[src/design/tlp_stream_pkg.sv]
package tlp_stream_pkg;

    // ------------------------------
    // stream widths
    // ------------------------------

    // data path of the 128-bit core
    localparam int TLP_DATA_W  = 128;
    localparam int QW_W        = 64;

    // one keep bit per dword on the user side
    localparam int KEEP_DW_W   = 4;
    // byte keep as seen by the core transmit port
    localparam int KEEP_BYTE_W = 16;

    // core receive sideband
    localparam int RX_USER_W   = 22;
    localparam int BAR_HIT_W   = 7;

    // first, last and bar hit packed together
    localparam int TLPS_USER_W = 9;

    // ------------------------------
    // core receive sideband fields
    // ------------------------------

    // start of tlp present in this beat
    localparam int RX_SOF_BIT     = 14;
    // set when the tlp starts at dword 2
    localparam int RX_SOF_QW_BIT  = 13;
    // end of tlp present in this beat
    localparam int RX_EOF_BIT     = 21;
    // two bit index of the last dword
    localparam int RX_EOF_DW_LSB  = 19;
    localparam int RX_BAR_HIT_LSB = 2;

    // ------------------------------
    // tlp stream user word
    // ------------------------------

    localparam int TLPS_FIRST_BIT = 0;
    localparam int TLPS_LAST_BIT  = 1;
    localparam int TLPS_BAR_LSB   = 2;

endpackage

[src/design/rx_tlp_realign.sv]
`timescale 1ns/1ps

module rx_tlp_realign (
    input  logic                                    clk_pcie,
    input  logic                                    rst,

    // core receive stream
    input  logic [tlp_stream_pkg::TLP_DATA_W-1:0]   rx_data,
    input  logic [tlp_stream_pkg::RX_USER_W-1:0]    rx_user,
    input  logic                                    rx_valid,
    output logic                                    rx_ready,

    // realigned tlp stream, no back-pressure
    output logic [tlp_stream_pkg::TLP_DATA_W-1:0]   tlps_rx_data,
    output logic [tlp_stream_pkg::KEEP_DW_W-1:0]    tlps_rx_keep_dw,
    output logic                                    tlps_rx_first,
    output logic                                    tlps_rx_last,
    output logic [tlp_stream_pkg::BAR_HIT_W-1:0]    tlps_rx_bar_hit,
    output logic                                    tlps_rx_valid
);

    logic                                   ready_q;
    logic                                   in_valid;
    logic [tlp_stream_pkg::QW_W-1:0]        qw0;
    logic [tlp_stream_pkg::QW_W-1:0]        qw1;
    logic                                   sof;
    logic                                   sof_hi;
    logic                                   eof;
    logic [1:0]                             eof_dw;
    logic [tlp_stream_pkg::BAR_HIT_W-1:0]   bar_hit;
    logic                                   start_hi;
    logic                                   tail_split;

    // held upper quad-word and its flags
    logic                                   hold_valid;
    logic                                   hold_first;
    logic                                   hold_last;
    logic                                   hold_hi_dw;
    logic [tlp_stream_pkg::QW_W-1:0]        hold_qw;
    logic [tlp_stream_pkg::BAR_HIT_W-1:0]   hold_bar;

    logic [tlp_stream_pkg::TLP_DATA_W-1:0]  out_data;
    logic [tlp_stream_pkg::KEEP_DW_W-1:0]   out_keep;
    logic [tlp_stream_pkg::TLPS_USER_W-1:0] out_user;
    logic                                   out_valid;

    // ------------------------------
    // sideband decode
    // ------------------------------

    // beats offered while our registered ready was low are dropped
    assign in_valid = rx_valid && ready_q;

    assign qw0      = rx_data[tlp_stream_pkg::QW_W-1:0];
    assign qw1      = rx_data[tlp_stream_pkg::TLP_DATA_W-1:tlp_stream_pkg::QW_W];
    assign sof      = rx_user[tlp_stream_pkg::RX_SOF_BIT];
    assign sof_hi   = rx_user[tlp_stream_pkg::RX_SOF_QW_BIT];
    assign eof      = rx_user[tlp_stream_pkg::RX_EOF_BIT];
    assign eof_dw   = rx_user[tlp_stream_pkg::RX_EOF_DW_LSB +: 2];
    assign bar_hit  = rx_user[tlp_stream_pkg::RX_BAR_HIT_LSB +: tlp_stream_pkg::BAR_HIT_W];
    assign start_hi = sof && sof_hi;

    // final beat ending in dword 2 or 3 overflows the realigned beat
    assign tail_split = hold_valid && in_valid && eof && eof_dw[1];
    assign rx_ready   = !tail_split;

    // ------------------------------
    // output beat assembly
    // ------------------------------

    always_comb begin
        out_user  = '0;
        out_keep  = '0;
        out_data  = {qw1, qw0};
        out_valid = 1'b0;
        if (hold_valid) begin
            // held qw goes low, new lower qw goes high
            out_data = {qw0, hold_qw};
            out_user[tlp_stream_pkg::TLPS_FIRST_BIT] = hold_first;
            out_user[tlp_stream_pkg::TLPS_BAR_LSB +: tlp_stream_pkg::BAR_HIT_W] = hold_bar;
            if (in_valid) begin
                out_valid = 1'b1;
                out_user[tlp_stream_pkg::TLPS_LAST_BIT] = eof && !eof_dw[1];
                out_keep = {!eof || (eof_dw != 2'd0), 3'b111};
            end else if (hold_last) begin
                // leftover tail after the ready drop
                out_valid = 1'b1;
                out_user[tlp_stream_pkg::TLPS_LAST_BIT] = 1'b1;
                out_keep = {2'b00, hold_hi_dw, 1'b1};
            end
        end else begin
            // tlp starting at dword 2 waits for its next beat
            out_valid = in_valid && !start_hi;
            out_user[tlp_stream_pkg::TLPS_FIRST_BIT] = sof && !sof_hi;
            out_user[tlp_stream_pkg::TLPS_LAST_BIT]  = eof;
            out_user[tlp_stream_pkg::TLPS_BAR_LSB +: tlp_stream_pkg::BAR_HIT_W] = bar_hit;
            out_keep[0] = in_valid;
            out_keep[1] = !eof || (eof_dw != 2'd0);
            out_keep[2] = !eof || eof_dw[1];
            out_keep[3] = !eof || (eof_dw == 2'd3);
        end
    end

    // ------------------------------
    // hold register
    // ------------------------------

    always_ff @(posedge clk_pcie) begin
        if (rst) begin
            ready_q    <= 1'b1;
            hold_valid <= 1'b0;
        end else begin
            ready_q <= rx_ready;
            if (in_valid) begin
                // keep holding until the tlp ends inside the lower qw
                hold_valid <= hold_valid ? (!eof || eof_dw[1]) : start_hi;
            end else if (hold_last) begin
                hold_valid <= 1'b0;
            end
        end
    end

    always_ff @(posedge clk_pcie) begin
        if (in_valid) begin
            hold_qw    <= qw1;
            hold_bar   <= bar_hit;
            hold_first <= start_hi;
            hold_last  <= eof;
            hold_hi_dw <= !eof || eof_dw[0];
        end
    end

    assign tlps_rx_data    = out_data;
    assign tlps_rx_keep_dw = out_keep;
    assign tlps_rx_first   = out_user[tlp_stream_pkg::TLPS_FIRST_BIT];
    assign tlps_rx_last    = out_user[tlp_stream_pkg::TLPS_LAST_BIT];
    assign tlps_rx_bar_hit = out_user[tlp_stream_pkg::TLPS_BAR_LSB +: tlp_stream_pkg::BAR_HIT_W];
    assign tlps_rx_valid   = out_valid;

endmodule

[src/design/tx_tlp_skid.sv]
`timescale 1ns/1ps

module tx_tlp_skid (
    input  logic                                    clk_pcie,
    input  logic                                    rst,

    // upstream side
    input  logic [tlp_stream_pkg::TLP_DATA_W-1:0]   in_data,
    input  logic [tlp_stream_pkg::KEEP_DW_W-1:0]    in_keep_dw,
    input  logic                                    in_last,
    input  logic                                    in_valid,
    output logic                                    in_ready,

    // downstream side
    output logic [tlp_stream_pkg::TLP_DATA_W-1:0]   out_data,
    output logic [tlp_stream_pkg::KEEP_DW_W-1:0]    out_keep_dw,
    output logic                                    out_last,
    output logic                                    out_valid,
    input  logic                                    out_ready
);

    logic                                   hold_valid;
    logic [tlp_stream_pkg::TLP_DATA_W-1:0]  hold_data;
    logic [tlp_stream_pkg::KEEP_DW_W-1:0]   hold_keep_dw;
    logic                                   hold_last;
    logic                                   capture;

    // ------------------------------
    // bypass path
    // ------------------------------

    // accept whenever the skid entry is free
    assign in_ready = !hold_valid;

    // beat offered to a stalled port gets parked
    assign capture = in_valid && !hold_valid && !out_ready;

    // held beat always leaves first
    assign out_valid   = hold_valid || in_valid;
    assign out_data    = hold_valid ? hold_data    : in_data;
    assign out_keep_dw = hold_valid ? hold_keep_dw : in_keep_dw;
    assign out_last    = hold_valid ? hold_last    : in_last;

    // ------------------------------
    // skid entry
    // ------------------------------

    always_ff @(posedge clk_pcie) begin
        if (rst) begin
            hold_valid <= 1'b0;
        end else if (capture) begin
            hold_valid <= 1'b1;
        end else if (hold_valid && out_ready) begin
            hold_valid <= 1'b0;
        end
    end

    always_ff @(posedge clk_pcie) begin
        if (capture) begin
            hold_data    <= in_data;
            hold_keep_dw <= in_keep_dw;
            hold_last    <= in_last;
        end
    end

endmodule

[src/design/link_led_blink.sv]
`timescale 1ns/1ps

module link_led_blink #(
    parameter int BLINK_BIT = 25
) (
    input  logic clk_pcie,
    input  logic rst,
    input  logic link_up,
    output logic led_state
);

    // free running heartbeat
    logic [BLINK_BIT:0] beat_cnt;

    always_ff @(posedge clk_pcie) begin
        if (rst) begin
            beat_cnt <= '0;
        end else begin
            beat_cnt <= beat_cnt + 1'b1;
        end
    end

    // solid on with link, blinking without
    assign led_state = link_up || beat_cnt[BLINK_BIT];

endmodule

[src/design/pcie_tlp_adapter.sv]
`timescale 1ns/1ps

module pcie_tlp_adapter #(
    parameter int BLINK_BIT = 25
) (
    input  logic                                    clk_pcie,
    input  logic                                    rst,

    // core receive stream
    input  logic [tlp_stream_pkg::TLP_DATA_W-1:0]   rx_data,
    input  logic [tlp_stream_pkg::RX_USER_W-1:0]    rx_user,
    input  logic                                    rx_valid,
    output logic                                    rx_ready,

    // realigned receive tlp stream
    output logic [tlp_stream_pkg::TLP_DATA_W-1:0]   tlps_rx_data,
    output logic [tlp_stream_pkg::KEEP_DW_W-1:0]    tlps_rx_keep_dw,
    output logic                                    tlps_rx_first,
    output logic                                    tlps_rx_last,
    output logic [tlp_stream_pkg::BAR_HIT_W-1:0]    tlps_rx_bar_hit,
    output logic                                    tlps_rx_valid,

    // user transmit tlp stream
    input  logic [tlp_stream_pkg::TLP_DATA_W-1:0]   tlps_tx_data,
    input  logic [tlp_stream_pkg::KEEP_DW_W-1:0]    tlps_tx_keep_dw,
    input  logic                                    tlps_tx_last,
    input  logic                                    tlps_tx_valid,
    output logic                                    tlps_tx_ready,

    // core transmit port
    output logic [tlp_stream_pkg::TLP_DATA_W-1:0]   tx_data,
    output logic [tlp_stream_pkg::KEEP_BYTE_W-1:0]  tx_keep,
    output logic                                    tx_last,
    output logic                                    tx_valid,
    input  logic                                    tx_ready,

    input  logic                                    link_up,
    output logic                                    led_state
);

    localparam int BYTES_PER_DW = tlp_stream_pkg::KEEP_BYTE_W / tlp_stream_pkg::KEEP_DW_W;

    logic [tlp_stream_pkg::KEEP_DW_W-1:0] tx_keep_dw;

    // ------------------------------
    // receive path
    // ------------------------------

    rx_tlp_realign u_rx_tlp_realign (
        .clk_pcie        (clk_pcie),
        .rst             (rst),
        .rx_data         (rx_data),
        .rx_user         (rx_user),
        .rx_valid        (rx_valid),
        .rx_ready        (rx_ready),
        .tlps_rx_data    (tlps_rx_data),
        .tlps_rx_keep_dw (tlps_rx_keep_dw),
        .tlps_rx_first   (tlps_rx_first),
        .tlps_rx_last    (tlps_rx_last),
        .tlps_rx_bar_hit (tlps_rx_bar_hit),
        .tlps_rx_valid   (tlps_rx_valid)
    );

    // ------------------------------
    // transmit path
    // ------------------------------

    tx_tlp_skid u_tx_tlp_skid (
        .clk_pcie    (clk_pcie),
        .rst         (rst),
        .in_data     (tlps_tx_data),
        .in_keep_dw  (tlps_tx_keep_dw),
        .in_last     (tlps_tx_last),
        .in_valid    (tlps_tx_valid),
        .in_ready    (tlps_tx_ready),
        .out_data    (tx_data),
        .out_keep_dw (tx_keep_dw),
        .out_last    (tx_last),
        .out_valid   (tx_valid),
        .out_ready   (tx_ready)
    );

    // dword keep to byte keep for the core
    for (genvar i = 0; i < tlp_stream_pkg::KEEP_DW_W; i++) begin : g_keep
        assign tx_keep[i*BYTES_PER_DW +: BYTES_PER_DW] = {BYTES_PER_DW{tx_keep_dw[i]}};
    end

    // ------------------------------
    // status led
    // ------------------------------

    link_led_blink #(
        .BLINK_BIT (BLINK_BIT)
    ) u_link_led_blink (
        .clk_pcie  (clk_pcie),
        .rst       (rst),
        .link_up   (link_up),
        .led_state (led_state)
    );

endmodule

[config.mk]
export PLATFORM = sky130hd
export DESIGN_NAME = pcie_tlp_adapter
export DESIGN_NICKNAME = d
export VERILOG_FILES = /design/src/design/tlp_stream_pkg.sv /design/src/design/rx_tlp_realign.sv /design/src/design/tx_tlp_skid.sv /design/src/design/link_led_blink.sv /design/src/design/pcie_tlp_adapter.sv
export SDC_FILE = /design/constraint.sdc
export NUM_CORES = 1
export LEC_CHECK = 0
export ABC_CLOCK_PERIOD_IN_PS = 30600
export BUFFER_PORTS_ARGS = -buffer_cell sky130_fd_sc_hd__buf_2
export CAP_MARGIN = 20
export CORE_AREA = 2 2 222 224
export CTS_CLUSTER_SIZE = 14
export DETAILED_ROUTE_END_ITERATION = 6
export DIE_AREA = 0 0 224 226
export GPL_TIMING_DRIVEN = 0
export MAX_ROUTING_LAYER = met4
export PLACE_DENSITY = 0.43
export SYNTH_ARGS = -nofsm -noshare
export SYNTH_HDL_FRONTEND = slang
export SYNTH_SLANG_ARGS = --single-unit
[constraint.sdc]
create_clock -name clk_pcie -period 30.6 [get_ports clk_pcie]
set_clock_uncertainty 0.2 [all_clocks]
set_input_delay 1.53 -clock clk_pcie [delete_from_list [all_inputs] [get_ports clk_pcie]]
set_output_delay 1.53 -clock clk_pcie [all_outputs]
set_load 0.01 [all_outputs]
==> results of run 1 <==
-- Yosys cell counts (7+ instances only) --
| cell | count | area, sq um |
|---|---|---|
| mux2_2 | 269 | 3030 |
| nand4_1 | 7 | 43.8 |
| buf_4 | 12 | 90.1 |
| clkbuf_1 | 29 | 109 |
| o21ai_0 | 10 | 50.1 |
| buf_1 | 9 | 33.8 |
| nand3_1 | 8 | 40.0 |
| dfxtp_1 | 29 | 581 |
| a21oi_1 | 14 | 70.1 |
| edfxtp_1 | 207 | 6220 |
| nand2_1 | 15 | 56.3 |
| inv_1 | 7 | 26.3 |
| xnor2_1 | 10 | 87.6 |
| nor2_1 | 20 | 75.1 |
-- layout make-up --
cell class                 instances  area [sq um]
multi-input combinational        403          3830
timing repair buffer             583          3030
clock inverter                    19           201
sequential                       236          6800
tap                              622           778
clock buffer                      33           741
inverter                           7          28.8
buffer                            50           233
antenna                            3          7.51
fill                            4976         32700
-- cell families (layout without fill, tap and decap cells) --
family	after synthesis	after routing	share of synthesized area
flops	236	236	0.625
fa+ha+maj	1	1	0.00115
xor+xnor	13	13	0.0105
mux	269	269	0.278
simple gates	91	91	0.0473
compound gates	29	29	0.0145
other cells	0	3	0
buf+inv	57	692	0.0238
-- stage by stage --
step | util | hold slack [ns]
after floorplan | - | 0.226
after detailed placement | 0.304 | 0.256
final | 0.324 | 0.274
after CTS | 0.323 | 0.270
after global routing | 0.324 | 0.294
after global placement | 0.300 | 0.242
-- worst register-to-register path: stages, from the launching register on --
cell and delay, ns:
dfxtp_1 0.30, clkbuf_1 0.28, clkbuf_1 0.35, buf_1 0.36, nor3b_2 0.58, buf_6 0.26, buf_6 0.18, buf_6 0.18
buf_4 0.23
-- per-layer routing --
layer / up-vias / GRT usage / share of wire
li1: 3915 / - / -
met1: 4077 / 0.168 / 0.42
met2: 254 / 0.231 / 0.50
met5: - / - / 0
met3: 46 / 0.0272 / 0.050
met4: 0 / 0.0398 / 0.025
-- power by group --
group / switching [uW] / leakage, uW / total [uW] / internal, uW
logic: 61.9 / 0.00364 / 121 / 58.8
clock network: 143 / 0.000457 / 349 / 206
registers: 3.31 / 0.00220 / 369 / 366
total: 208 / 0.00629 / 839 / 631
-- layout by cell type, fill, tap and decap left out, drive strengths merged, types with 10 or more instances in the layout --
cell / Yosys / layout
dfxtp: 29 / 29
clkbuf: 29 / 62
a21oi: 14 / 14
nand2: 15 / 15
buf: 21 / 604
o21ai: 10 / 10
xnor2: 10 / 10
nor2: 20 / 20
clkinv: 0 / 11
mux2: 269 / 269
edfxtp: 207 / 207
-- state kept, by name, summed over array words and instances (netlist names) --
register and cells:
u_link_led_blink.beat_cnt 26, u_rx_tlp_realign.hold_bar 7, u_rx_tlp_realign.hold_first 1, u_rx_tlp_realign.hold_hi_dw 1, u_rx_tlp_realign.hold_last 1, u_rx_tlp_realign.hold_qw 64, u_rx_tlp_realign.hold_valid 1, u_rx_tlp_realign.ready_q 1
u_tx_tlp_skid.hold_data 128, u_tx_tlp_skid.hold_keep_dw 4, u_tx_tlp_skid.hold_last 1, u_tx_tlp_skid.hold_valid 1
-- path summary, 6_finish.rpt --
path                                startpoint  depth (start not counted)                           end  slack (ns)
hold / removal    u_link_led_blink.beat_cnt[0]                          1  u_link_led_blink.beat_cnt[0]        0.27
hold reg to reg   u_link_led_blink.beat_cnt[0]                          1  u_link_led_blink.beat_cnt[0]        0.27
setup reg to reg      u_tx_tlp_skid.hold_valid                          8   u_tx_tlp_skid.hold_data[31]       27.36
setup / recovery   u_rx_tlp_realign.hold_valid                          5            tlps_rx_bar_hit[5]       25.90
==> impl_metrics.json, run 1 <==
{
  "die_width_um": 224,
  "drc_errors": 0,
  "hold_violations": 0,
  "power_uw": 839,
  "cts_buffer_depth": 3,
  "drv_cap": 0,
  "final_cell_area_sq_um": 15600,
  "port_buffers": 569,
  "fin_crit_sh": 0.153,
  "num_rows": 81,
  "placed_cell_area_sq_um": 14700,
  "cts.sinks": 236,
  "antenna_left": 0,
  "wirelength_mm": 36.6,
  "globalplace.congestion": 0.787,
  "initial_core_util": 0.225,
  "cp_data_required_time_ns": 28.87,
  "cp_max_fo": 10,
  "ys_async_sr_fraction": 0,
  "drt_iter0_markers": 277,
  "grt_antenna_before_repair": 3,
  "synth_fp_nets": 986,
  "viasPerCell": 4.24,
  "cts-resized-gates": 0,
  "cts_root_buf": "clkbuf_16",
  "max_freq_mhz": 213,
  "grt_pass1_wl_mm": 51.7,
  "place_ws_ns": 26.17,
  "finalNetCount": 1600,
  "syn_area_sq_um": 10900,
  "avgSynthCellArea_sq_um": 15.6,
  "fin_crit_ns": 4.70,
  "end_kind": "output port",
  "max_slew_margin": 0.384,
  "post-cts-setup-buffer-count": 0,
  "firstDrtPassIters": 4,
  "rsz0062_at_grt": "false",
  "fin_ws_ns": 25.90,
  "ys.flop_type": "edfxtp_1",
  "slew_viol_final": 0,
  "cts_htree_levels": 1,
  "grt-ovfl-total": 0,
  "die-area_sq_um": 50600,
  "cpLargestDelayFamily": "buffers and inverters",
  "insertion_delay_ns": 0.57,
  "clk_pin_slew_worst_paths_ns": 0.06,
  "powerDensity_nw_per_um2": 53.6,
  "status": "finished clean",
  "hpwl_mm": 28.9,
  "placedCellCount": 1901,
  "crit_slowest_cell": "clkbuf_1",
  "fp.dieH_um": 226,
  "fin_cells": 1956,
  "finalSetupViolations": 0,
  "critPathLaunchType": "register",
  "synthCells": 696,
  "worst_pin_slew_ns": 0.924,
  "grt_max_degree": 67,
  "ys_seq_area_frac": 0.625,
  "io_pins": 580,
  "grt_usage": 0.138,
  "drive_gt1_frac": 0.689,
  "peakVddDrop_mv": 0.0366,
  "ys_types": 37,
  "yosys_register_bits": 236,
  "cp_num_buf_inv": 4,
  "syn_to_final_growth_pct": 43.7,
  "path_class": "reg2out",
  "max_stage_delay_ns": 0.75,
  "synth-warning-count": 0,
  "p_leak_uw": 0.00629,
  "first_global_vias": 8266,
  "min_path_type": "reg2reg",
  "path_cells": "clkbuf_1, clkbuf_1, clkbuf_1, mux2_2, buf_2",
  "cts_hold_buffers": 0,
  "cts_buffers": 29,
  "synth_edf_count": 207,
  "core_sq_um": 48300,
  "cp_common_cell": "clkbuf_1",
  "vias": 8292,
  "setup_tns_ns": 0,
  "crit_arrival_ns": 2.97,
  "wl_per_cell_um": 18.7,
  "cts_tree": "yes"
}
No activity file was read; power rests on OpenSTA's default activity.
==> run 2, diff against run 1 <==
--- a/config.mk
+++ b/config.mk
@@ -5,13 +5,13 @@
 export SDC_FILE = /design/constraint.sdc
 export NUM_CORES = 1
 export LEC_CHECK = 0
-export ABC_CLOCK_PERIOD_IN_PS = 30600
+export ABC_CLOCK_PERIOD_IN_PS = 4950
 export BUFFER_PORTS_ARGS = -buffer_cell sky130_fd_sc_hd__buf_2
 export CAP_MARGIN = 20
-export CORE_AREA = 2 2 222 224
+export CORE_AREA = 2 2 223 225
 export CTS_CLUSTER_SIZE = 14
 export DETAILED_ROUTE_END_ITERATION = 6
-export DIE_AREA = 0 0 224 226
+export DIE_AREA = 0 0 225 227
 export GPL_TIMING_DRIVEN = 0
 export MAX_ROUTING_LAYER = met4
 export PLACE_DENSITY = 0.43
==> constraint.sdc (replaced) <==
create_clock -name clk_pcie -period 4.95 [get_ports clk_pcie]
set_clock_uncertainty 0.2 [all_clocks]
set_input_delay 0.2475 -clock clk_pcie [delete_from_list [all_inputs] [get_ports clk_pcie]]
set_output_delay 0.2475 -clock clk_pcie [all_outputs]
set_load 0.01 [all_outputs]
==> impl_metrics.json, run 2 (synthesis results as in run 1) <==
{
  "syn_to_final_growth_pct": 62.4,
  "grt-ovfl-total": 0,
  "cp_num_buf_inv": 4,
  "grt_antenna_before_repair": 0,
  "path_cells": "clkbuf_1, clkbuf_1, buf_1, mux2_2, buf_2",
  "initial_core_util": 0.224,
  "wl_per_cell_um": 18.0,
  "core_sq_um": 48500,
  "critPathLaunchType": "register",
  "p_clk_frac": 0.377,
  "fin_crit_sh": 0.704,
  "rsz0062_at_grt": "false",
  "holdPathStages": 2,
  "firstDrtPassIters": 4,
  "finalNetCount": 1810,
  "diodes": 0,
  "cp_max_fo": 10,
  "largest_reg_flops": 128,
  "port_buffers": 569,
  "p_comb_frac": 0.175,
  "final_cell_area_sq_um": 17700,
  "cts_buffer_depth": 3,
  "globalplace.congestion": 0.820,
  "switching_share": 0.250,
  "hold_violations": 0,
  "cts_root_buf": "clkbuf_16",
  "crit_arrival_ns": 3.04,
  "cts_htree_levels": 1,
  "vias": 9073,
  "slew_viol_final": 0,
  "fin_crit_ns": 3.48,
  "die_width_um": 225,
  "drt_iter0_markers": 337,
  "drc_errors": 0,
  "top_regs": "u_tx_tlp_skid.hold_data (128), u_rx_tlp_realign.hold_qw (64), u_link_led_blink.beat_cnt (26)",
  "hold_ws_ns": 0.213,
  "cts-resized-gates": 0,
  "path_class": "reg2out",
  "max_freq_mhz": 287,
  "placed_cell_area_sq_um": 14700,
  "powerDensity_nw_per_um2": 289,
  "rrSetupSlack_ns": 1.78,
  "p_leak_uw": 0.00714,
  "io_pins": 580,
  "insertion_delay_ns": 0.56,
  "p_seq_frac": 0.448,
  "antenna_left": 0,
  "final_cell_mix": "570 x buf_2, 269 x mux2_2, 214 x dlygate4sd3_1",
  "num_rows": 81,
  "clk_pin_slew_worst_paths_ns": 0.06,
  "switchingPower_uw": 1280,
  "end_kind": "output port",
  "cp_common_cell": "clkbuf_1",
  "cts_tree": "yes",
  "min_from": "tlps_tx_data[28]",
  "hpwl_mm": 29.7,
  "cp_data_required_time_ns": 4.50,
  "peakVddDrop_mv": 0.226,
  "min_path_type": "in2reg",
  "layout_commonest_cell": "buf_2",
  "fillers": 4879,
  "grt_pass1_wl_mm": 56.0,
  "wirelength_mm": 39.0,
  "p_int_uw": 3820,
  "finalSetupViolations": 0,
  "max_stage_delay_ns": 0.59,
  "worst_pin_slew_ns": 0.880,
  "viasPerCell": 4.19,
  "top_register": "u_tx_tlp_skid.hold_data",
  "status": "finished clean",
  "grt_max_degree": 52,
  "grt_usage": 0.147,
  "drv_cap": 0,
  "die-area_sq_um": 51100,
  "cpLargestDelayFamily": "buffers and inverters",
  "first_global_vias": 9196,
  "hold-path-endpoint": "u_tx_tlp_skid.hold_data[28]",
  "fp.dieH_um": 227,
  "cts_buffers": 29,
  "cts.sinks": 236,
  "drive_gt1_frac": 0.588,
  "r2r_start": "u_tx_tlp_skid.hold_valid",
  "utilization": 0.364,
  "timing.rr.end": "u_tx_tlp_skid.hold_data[35]",
  "crit_slowest_cell": "buf_1",
  "ff2ff_path_depth": 7,
  "max_slew_margin": 0.413
}
## run 2: cell count changes in the layout (fill, tap and decap cells not counted), moves of 2 or more
cell	change
dlygate4sd3_1	+214
buf_6	-10
buf_8	+6
clkbuf_1	+6
bufinv_16	-4
clkinv_1	+3
clkinvlp_4	-3
diode_2	-3
clkinv_2	-2
## run 2: worst reg2reg max path, delay by kind of cell (launching register included)
family	cells	cell delay [ns]
buf+inv	6	1.67
simple gates	1	0.71
flops	1	0.29
## run 2: worst max-delay path by stage
| stage | startpoint | to | slack, ns | cells after the start |
|---|---|---|---|---|
| finish | u_tx_tlp_skid.hold_valid | tx_data[100] | 1.47 | 5 |
| global route | u_tx_tlp_skid.hold_valid | tx_data[100] | 1.21 | 5 |
| CTS | u_tx_tlp_skid.hold_valid | tx_data[100] | 1.36 | 5 |
| detailed placement | u_tx_tlp_skid.hold_valid | u_tx_tlp_skid.hold_data[35] | 1.68 | 7 |
| global placement | u_tx_tlp_skid.hold_valid | u_tx_tlp_skid.hold_data[23] | -2.34 | 4 |
| floorplan | u_tx_tlp_skid.hold_valid | u_tx_tlp_skid.hold_data[0] | 0.05 | 4 |
## run 2: cell type report
class	count	area (sq um)	area share
sequential	236	6800	0.384
timing repair buffer	793	5160	0.292
multi-input combinational	403	3840	0.217
tap	622	778	0.0440
clock buffer	40	777	0.0440
buffer	50	234	0.0132
clock inverter	13	60.1	0.00340
inverter	7	28.8	0.00163
## run 2: power by group through the flow
stage	combinational (uW)	sequential, uW	clock [uW]
2_1_floorplan	359	2320	0
3_3_place_gp	744	2330	0
3_5_place_dp	762	2320	0
4_1_cts	907	2280	2030
5_1_grt	962	2290	2090
6_report	894	2280	1920
## run 2: metal layers
layer | track usage | wire length, um | share of wire | up-vias
li1 | - | - | - | 4320
met1 | 0.174 | 15500 | 0.40 | 4409
met5 | - | 0 | 0 | -
met2 | 0.252 | 20300 | 0.52 | 277
met3 | 0.0281 | 1990 | 0.051 | 67
met4 | 0.0457 | 1190 | 0.031 | 0
## run 2: what timing repair did
action                                 in CTS  in global routing
hold buffers                              214                  0
endpoints found under the hold margin     223                  0
setup buffers                               0                  0
## run 2: through the flow
stage | TNS (ns) | cells | worst slack (ns) | power, uW
after CTS | 0 | 2164 | 1.36 | 5220
after global placement | -309.24 | 1887 | -2.34 | 3080
after floorplan | 0 | 696 | 0.0488 | 2680
final | 0 | 2164 | 1.47 | 5100
after global routing | 0 | 2164 | 1.21 | 5350
after detailed placement | 0 | 1897 | 1.68 | 3090
